<file path="config.mk">
export PLATFORM = sky130hd
export DESIGN_NAME = audio_dac
export DESIGN_NICKNAME = d
export VERILOG_FILES = /design/src/logic/audio_dac_pkg.sv /design/src/logic/frame_timer.sv /design/src/logic/sample_latch.sv /design/src/logic/pwm_phase_counter.sv /design/src/logic/pwm_pulse.sv /design/src/logic/audio_dac.sv
export VERILOG_INCLUDE_DIRS = /design/src /design/src/logic
export SDC_FILE = /design/constraint.sdc
export NUM_CORES = 1
export LEC_CHECK = 0
export ABC_AREA = 1
export BUFFER_PORTS_ARGS = -buffer_cell sky130_fd_sc_hd__buf_2
export CORE_ASPECT_RATIO = 1.1
export CORE_MARGIN = 10
export CORE_UTILIZATION = 45
export DETAILED_ROUTE_END_ITERATION = 7
export GPL_TIMING_DRIVEN = 0
export PLACE_DENSITY = 0.67
export SETUP_SLACK_MARGIN = 0.1
export SLEW_MARGIN = 20
export SYNTH_ARGS = -nofsm -noshare
export SYNTH_HDL_FRONTEND = slang
export SYNTH_SLANG_ARGS = --single-unit
</file>
<file path="constraint.sdc">
create_clock -name sys_clk -period 1.35 [get_ports sys_clk]
set_input_delay 0.405 -clock sys_clk [delete_from_list [all_inputs] [get_ports sys_clk]]
set_output_delay 0.405 -clock sys_clk [all_outputs]
set_load 0.005 [all_outputs]
</file>
<file path="src/logic/audio_dac_cfg.svh">
/* Frame timing and pulse field widths for the stereo PWM audio DAC */
`ifndef AUDIO_DAC_CFG_SVH
`define AUDIO_DAC_CFG_SVH

// sys_clk cycles per output frame
// Must exceed reload plus wrap, so 130 at least
`define AUDIO_DAC_FRAME_CYCLES 160

// Phase counter load value at frame start
`define AUDIO_DAC_PHASE_RELOAD 128

// Width of one pulse field, coarse and fine alike
`define AUDIO_DAC_WIDTH_BITS 7

// Host sample word
`define AUDIO_DAC_SAMPLE_BITS 16

`endif

</file>
<file path="src/logic/audio_dac_pkg.sv">
/* Sample union, channel pair and phase types shared by the DAC blocks */
`default_nettype none
`include "audio_dac_cfg.svh"

package audio_dac_pkg;

	// Field view of one sample word
	// Coarse carries six magnitude bits, the sign completes it to seven
	typedef struct packed {
		logic                           sign;
		logic [`AUDIO_DAC_WIDTH_BITS-2:0] coarse;
		logic [`AUDIO_DAC_WIDTH_BITS-1:0] fine;
		logic [1:0]                     unused;
	} dac_field_t;

	// Same 16 bits seen as host word or as pulse fields
	typedef union packed {
		logic signed [`AUDIO_DAC_SAMPLE_BITS-1:0] raw;
		dac_field_t                               field;
	} dac_sample_u;

	// Left and right sample travelling together
	typedef struct packed {
		dac_sample_u left;
		dac_sample_u right;
	} dac_pair_t;

	// Phase seen by every pulse generator
	typedef struct packed {
		logic [7:0] count;
		logic       running;
	} phase_t;

endpackage

`default_nettype wire

</file>
<file path="src/logic/frame_timer.sv">
/* Frame timer, a modulo counter that pulses frame_start once per frame */
`timescale 1ns/1ps
`default_nettype none
`include "audio_dac_cfg.svh"

module frame_timer (
	input  logic sys_clk,
	input  logic resetl,
	output logic frame_start
);

	localparam int CNT_BITS = $clog2(`AUDIO_DAC_FRAME_CYCLES);
	localparam logic [CNT_BITS-1:0] CNT_TERM = CNT_BITS'(`AUDIO_DAC_FRAME_CYCLES - 1);

	// Cycle position within the current frame
	logic [CNT_BITS-1:0] cycle_cnt;
	logic                at_term;

	// Last cycle of the frame
	assign at_term = (cycle_cnt == CNT_TERM);

	always_ff @(posedge sys_clk) begin
		if (!resetl) begin
			cycle_cnt <= '0;
			frame_start <= 1'b0;
		end else begin
			// Wrap on terminal count and flag the new frame
			if (at_term) begin
				cycle_cnt <= '0;
			end else begin
				cycle_cnt <= cycle_cnt + 1'b1;
			end
			// Registered so the pulse is one clean cycle wide
			frame_start <= at_term;
		end
	end

endmodule

`default_nettype wire

</file>
<file path="src/logic/sample_latch.sv">
/* Double-buffered sample registers
   Host writes land in holding registers, frame_start moves them to the output */
`timescale 1ns/1ps
`default_nettype none

module sample_latch (
	input  logic                      sys_clk,
	input  logic                      resetl,
	input  logic                      left_wr,
	input  logic                      right_wr,
	input  audio_dac_pkg::dac_sample_u sample_data,
	input  logic                      frame_start,
	output audio_dac_pkg::dac_pair_t   out_pair
);

	// Samples written by the host since the last frame
	audio_dac_pkg::dac_pair_t hold_pair;

	// Holding stage
	// Both strobes together load the same word into both channels
	always_ff @(posedge sys_clk) begin
		if (!resetl) begin
			hold_pair <= '0;
		end else begin
			if (left_wr) begin
				hold_pair.left <= sample_data;
			end
			if (right_wr) begin
				hold_pair.right <= sample_data;
			end
		end
	end

	// Output stage
	// Takes the old holding value, a write in the frame_start cycle waits a frame
	always_ff @(posedge sys_clk) begin
		if (!resetl) begin
			out_pair <= '0;
		end else if (frame_start) begin
			out_pair <= hold_pair;
		end
	end

endmodule

`default_nettype wire

</file>
<file path="src/logic/pwm_phase_counter.sv">
/* Phase down-counter, reloaded on frame_start and stopped after it wraps */
`timescale 1ns/1ps
`default_nettype none
`include "audio_dac_cfg.svh"

module pwm_phase_counter (
	input  logic                  sys_clk,
	input  logic                  resetl,
	input  logic                  frame_start,
	output audio_dac_pkg::phase_t phase
);

	logic [7:0] count_dec;
	logic       stop_next;

	// Next count while running
	assign count_dec = phase.count - 8'd1;

	// Bits 7 and 6 both set only after the wrap from 0 to 255
	assign stop_next = count_dec[7] & count_dec[6];

	always_ff @(posedge sys_clk) begin
		if (!resetl) begin
			phase.count <= 8'd0;
			phase.running <= 1'b0;
		end else if (frame_start) begin
			// New frame, start the sweep from the top
			phase.count <= 8'(`AUDIO_DAC_PHASE_RELOAD);
			phase.running <= 1'b1;
		end else if (phase.running) begin
			phase.count <= count_dec;
			// Running is the inverse of the stop condition
			phase.running <= ~stop_next;
		end
		// Otherwise hold at 255 until the next frame
	end

endmodule

`default_nettype wire

</file>
<file path="src/logic/pwm_pulse.sv">
/* Single pulse generator
   Compares the running phase against a 7-bit width, registered output */
`timescale 1ns/1ps
`default_nettype none
`include "audio_dac_cfg.svh"

module pwm_pulse (
	input  logic                             sys_clk,
	input  logic                             resetl,
	input  audio_dac_pkg::phase_t            phase,
	input  logic [`AUDIO_DAC_WIDTH_BITS-1:0] width,
	output logic                             pulse
);

	logic in_window;
	logic count_nonzero;
	logic count_le_width;

	// Count 0 is the last running cycle, never part of the pulse
	assign count_nonzero = (phase.count != 8'd0);

	// Width zero-extended to the counter size
	// Tops out at 127, so the reload count 128 never falls inside
	assign count_le_width = (phase.count <= {1'b0, width});

	// Counts width down to 1, so exactly width cycles per frame
	assign in_window = phase.running & count_nonzero & count_le_width;

	always_ff @(posedge sys_clk) begin
		if (!resetl) begin
			pulse <= 1'b0;
		end else begin
			pulse <= in_window;
		end
	end

endmodule

`default_nettype wire

</file>
<file path="src/logic/audio_dac.sv">
/* Stereo PWM audio DAC top level
   Frame timer, sample latch, phase counter and four pulse generators */
`timescale 1ns/1ps
`default_nettype none
`include "audio_dac_cfg.svh"

module audio_dac (
	input  logic                      sys_clk,
	input  logic                      resetl,
	input  logic                      left_wr,
	input  logic                      right_wr,
	input  audio_dac_pkg::dac_sample_u sample_data,
	output logic [1:0]                ldac,
	output logic [1:0]                rdac
);

	logic                     frame_start;
	audio_dac_pkg::dac_pair_t out_pair;
	audio_dac_pkg::phase_t    phase;

	// Per-channel pulse widths
	logic [`AUDIO_DAC_WIDTH_BITS-1:0] left_coarse;
	logic [`AUDIO_DAC_WIDTH_BITS-1:0] left_fine;
	logic [`AUDIO_DAC_WIDTH_BITS-1:0] right_coarse;
	logic [`AUDIO_DAC_WIDTH_BITS-1:0] right_fine;

	// Coarse is offset binary, inverted sign on top of bits 14..9
	assign left_coarse = {~out_pair.left.field.sign, out_pair.left.field.coarse};
	assign right_coarse = {~out_pair.right.field.sign, out_pair.right.field.coarse};

	// Fine is bits 8..2 as they stand
	assign left_fine = out_pair.left.field.fine;
	assign right_fine = out_pair.right.field.fine;

	// Sets the output sample rate
	frame_timer frame_timer_inst (
		.sys_clk     (sys_clk),
		.resetl      (resetl),
		.frame_start (frame_start)
	);

	sample_latch sample_latch_inst (
		.sys_clk     (sys_clk),
		.resetl      (resetl),
		.left_wr     (left_wr),
		.right_wr    (right_wr),
		.sample_data (sample_data),
		.frame_start (frame_start),
		.out_pair    (out_pair)
	);

	// One phase sweep shared by all four outputs
	pwm_phase_counter phase_counter_inst (
		.sys_clk     (sys_clk),
		.resetl      (resetl),
		.frame_start (frame_start),
		.phase       (phase)
	);

	// Bit 0 fine, bit 1 coarse
	pwm_pulse ldac_fine_inst (
		.sys_clk (sys_clk),
		.resetl  (resetl),
		.phase   (phase),
		.width   (left_fine),
		.pulse   (ldac[0])
	);

	pwm_pulse ldac_coarse_inst (
		.sys_clk (sys_clk),
		.resetl  (resetl),
		.phase   (phase),
		.width   (left_coarse),
		.pulse   (ldac[1])
	);

	pwm_pulse rdac_fine_inst (
		.sys_clk (sys_clk),
		.resetl  (resetl),
		.phase   (phase),
		.width   (right_fine),
		.pulse   (rdac[0])
	);

	pwm_pulse rdac_coarse_inst (
		.sys_clk (sys_clk),
		.resetl  (resetl),
		.phase   (phase),
		.width   (right_coarse),
		.pulse   (rdac[1])
	);

endmodule

`default_nettype wire

</file>
==> results.toml <==
[outcome]
outcome = "finished, violations left"
violations = "setup timing"

[timing]
fmax_ghz = 0.7339
min_period_over_period_pct = 100.9
drv_slew = 0
skew_ns = 0.01134
worstMarginPinSlew_ns = 0.5250
period_needed_ns = 1.363
fin_ws_ns = -0.01266
hold_slack_ns = 0.2903
finalHoldViolCount = 0
max-slew-margin-rel_pct = 65.00
grt_setup_unrepaired = "true"
finalSetupViolations = 1

[logic_synthesis]
synth.avg_cell_area_um2 = 8.210
synthCells = 447
synth.ff_latch_count = 78
synth_area_leaders = "dfxtp_1, ha_1, inv_1"
ys_seq_area_share_pct = 42.55
synth_warnings = 0
yosysTopAreaCell = "dfxtp_1"
syn-num-nets = 498
synth_top_area_share_pct = 42.55
ys_types = 32
synth_area_mm2 = 0.003670

[worst_setup_path]
reg2reg_depth = 11
crit_type = "flip-flop to flip-flop"
r2r_end = "ldac_fine_inst.pulse"
crit_arrival_ns = 1.60
timing.rr.start = "phase_counter_inst.phase[1]"
end_kind = "flip-flop"
r2r_slack_ns = -0.01
crit_required_ns = 1.59
cp_max_fo = 4
start_kind = "flip-flop"

[global_route]
track_usage_pct = 14.51
gr-usage-met3_pct = 2.815
grt_remaining_overflow = 0
gr-usage-met1_pct = 16.99
grt_pass1_vias = 3046
grt_busiest_layer = "met2"
met2_usage_pct = 25.21
grt_first_pass_wirelength_um = 14060
antenna_found_initial = 0
grt_max_degree = 14

[clock_tree]
root_buffer = "clkbuf_8"
cts_buffers = 9
clock_sinks = 78
clockBufferDepth = 2
clk_pin_slew_ns = 0.08
cts_tree = "built"
clk_latency_ns = 0.36
htreeDepth = 3

[die]
ios = 24
dieArea_mm2 = 0.01217
die_w_um = 106.1
initial_core_util_pct = 46.38
die_y_um = 114.7
design.core.area_mm2 = 0.007913
num_rows = 34

[drt]
drt_pass1_iterations = 4
drtAntennaViolNets = 0
wirelength_um = 8598
drt_iter0_drc = 160
vias = 2983
wire_per_inst_um = 14.47
drc = 0
viasPerCell = 5.022

[finish]
synthToLayoutAreaGrowth_pct = 18.21
final_common_cell = "inv_1"
insertedDiodeCount = 0
fillers = 737
mostFrequentLayoutCells = "inv_1, dfxtp_1, nand2_1, a21oi_1, o21ai_0"
drive_above_1_share_pct = 23.87
layout.nets = 532

[worst_hold_path]
hp-start = "sample_data[15]"
min_to = "sample_latch_inst.hold_pair[31]"
holdPathStages = 3
hold_class = "input pin to flip-flop"

[power_and_ir_drop]
power_w = 0.004748
power_density_mw_per_mm2 = 1095
power_leakage_nw = 1.860
ir_worst_vdd_uv = 584.6

[place]
place_ws_ns = -0.4638
place.gp.congestion = 0.8800
portBuffers = 20
hpwl_um = 5993

[run]
timing.max_cap.violations = 0
## power by group
group	switching (W)	internal [W]	leakage, nW	total, W
sequential	0.0000213	0.00236	0.642	0.00238
clock	0.000888	0.00123	0.112	0.00211
combinational	0.000167	0.0000869	1.11	0.000254
total	0.00108	0.00367	1.86	0.00475
## layer usage
layer  wire length [µm]  vias to the layer above
li1                   -                     1516
met1               3998                     1400
met2               4194                       51
met3                236                       16
met4                169                        0
met5                  0                        -
## kinds of logic (layout without fill, tap and decap cells)
group           count (synthesis)  after routing  share of synthesized area (%)
buf+inv                        98            137                          12.00
compound gates                107            107                          18.92
flops                          78             78                          42.55
fa+ha+maj                      31             31                          10.57
simple gates                  129            129                          15.00
xor+xnor                        4              4                         0.9546
## cells in the mapped netlist, drive strengths merged
library cell / number
a21oi: 43
o22ai: 21
clkbuf: 5
buf: 13
nand4: 5
nand2: 73
nor2: 33
inv: 80
a31oi: 3
nor3: 3
o21ai: 39
dfxtp: 78
ha: 31
nand3: 13
o21a: 1
xor2: 4
or2: 2
## critical path, stage by stage, from the launching register on
cell        delay, ns
dfxtp_2          0.36
clkinvlp_4       0.13
buf_6            0.15
ha_2             0.15
inv_1            0.04
nand2_1          0.04
nand2_1          0.06
nand2_1          0.06
nand2_1          0.05
nand2_1          0.05
nand2_1          0.09
a21oi_2          0.07
## per-stage QoR
stage          instance area [µm²]  setup TNS (ns)  cells  util (%)
6_report                      4338        -0.01266    594     54.82
5_1_grt                       4338         -0.4773    594     54.82
4_1_cts                       4228               0    592     53.43
3_5_place_dp                  3905          -4.550    575     49.35
3_3_place_gp                  3905          -3.614    575     49.35
2_1_floorplan                 3670               0    447         -
## flip-flops by register name, indices dropped and copies added (netlist names)
| signal | flops |
|---|---|
| frame_timer_inst.cycle_cnt | 8 |
| frame_timer_inst.frame_start | 1 |
| ldac_coarse_inst.pulse | 1 |
| ldac_fine_inst.pulse | 1 |
| phase_counter_inst.phase | 9 |
| rdac_coarse_inst.pulse | 1 |
| rdac_fine_inst.pulse | 1 |
| sample_latch_inst.hold_pair | 28 |
| sample_latch_inst.out_pair | 28 |
## area by class of cell
class                   instances  area (µm²)  area share (%)
multi-input cells             271        1783           41.10
flip-flops and latches         78        1582           36.46
inverters                      80       309.0           7.124
repair buffers                 27       185.2           4.269
well taps                     108       135.1           3.115
clock buffers                  10       127.6           2.942
clock inverters                 6       110.1           2.538
plain buffers                  14       106.4           2.452
## worst max path at each step
stage / from / endpoint / slack [ns]
2_1_floorplan: phase_counter_inst.phase[1] / phase_counter_inst.phase[5] / 0.13
3_3_place_gp: phase_counter_inst.phase[1] / rdac_fine_inst.pulse / -0.46
3_5_place_dp: phase_counter_inst.phase[1] / ldac_fine_inst.pulse / -0.46
4_1_cts: phase_counter_inst.phase[1] / ldac_coarse_inst.pulse / 0.03
5_1_grt: phase_counter_inst.phase[1] / rdac_fine_inst.pulse / -0.09
6_report: phase_counter_inst.phase[1] / ldac_fine_inst.pulse / -0.01
## timing repair
item | in CTS | in global routing
hold buffers | 0 | 0
pin swaps | 1 | 9
setup buffers | 5 | 2
setup endpoints to repair | 22 | 20
resized for setup | 27 | 28
Power figures use the tool's default switching activity.
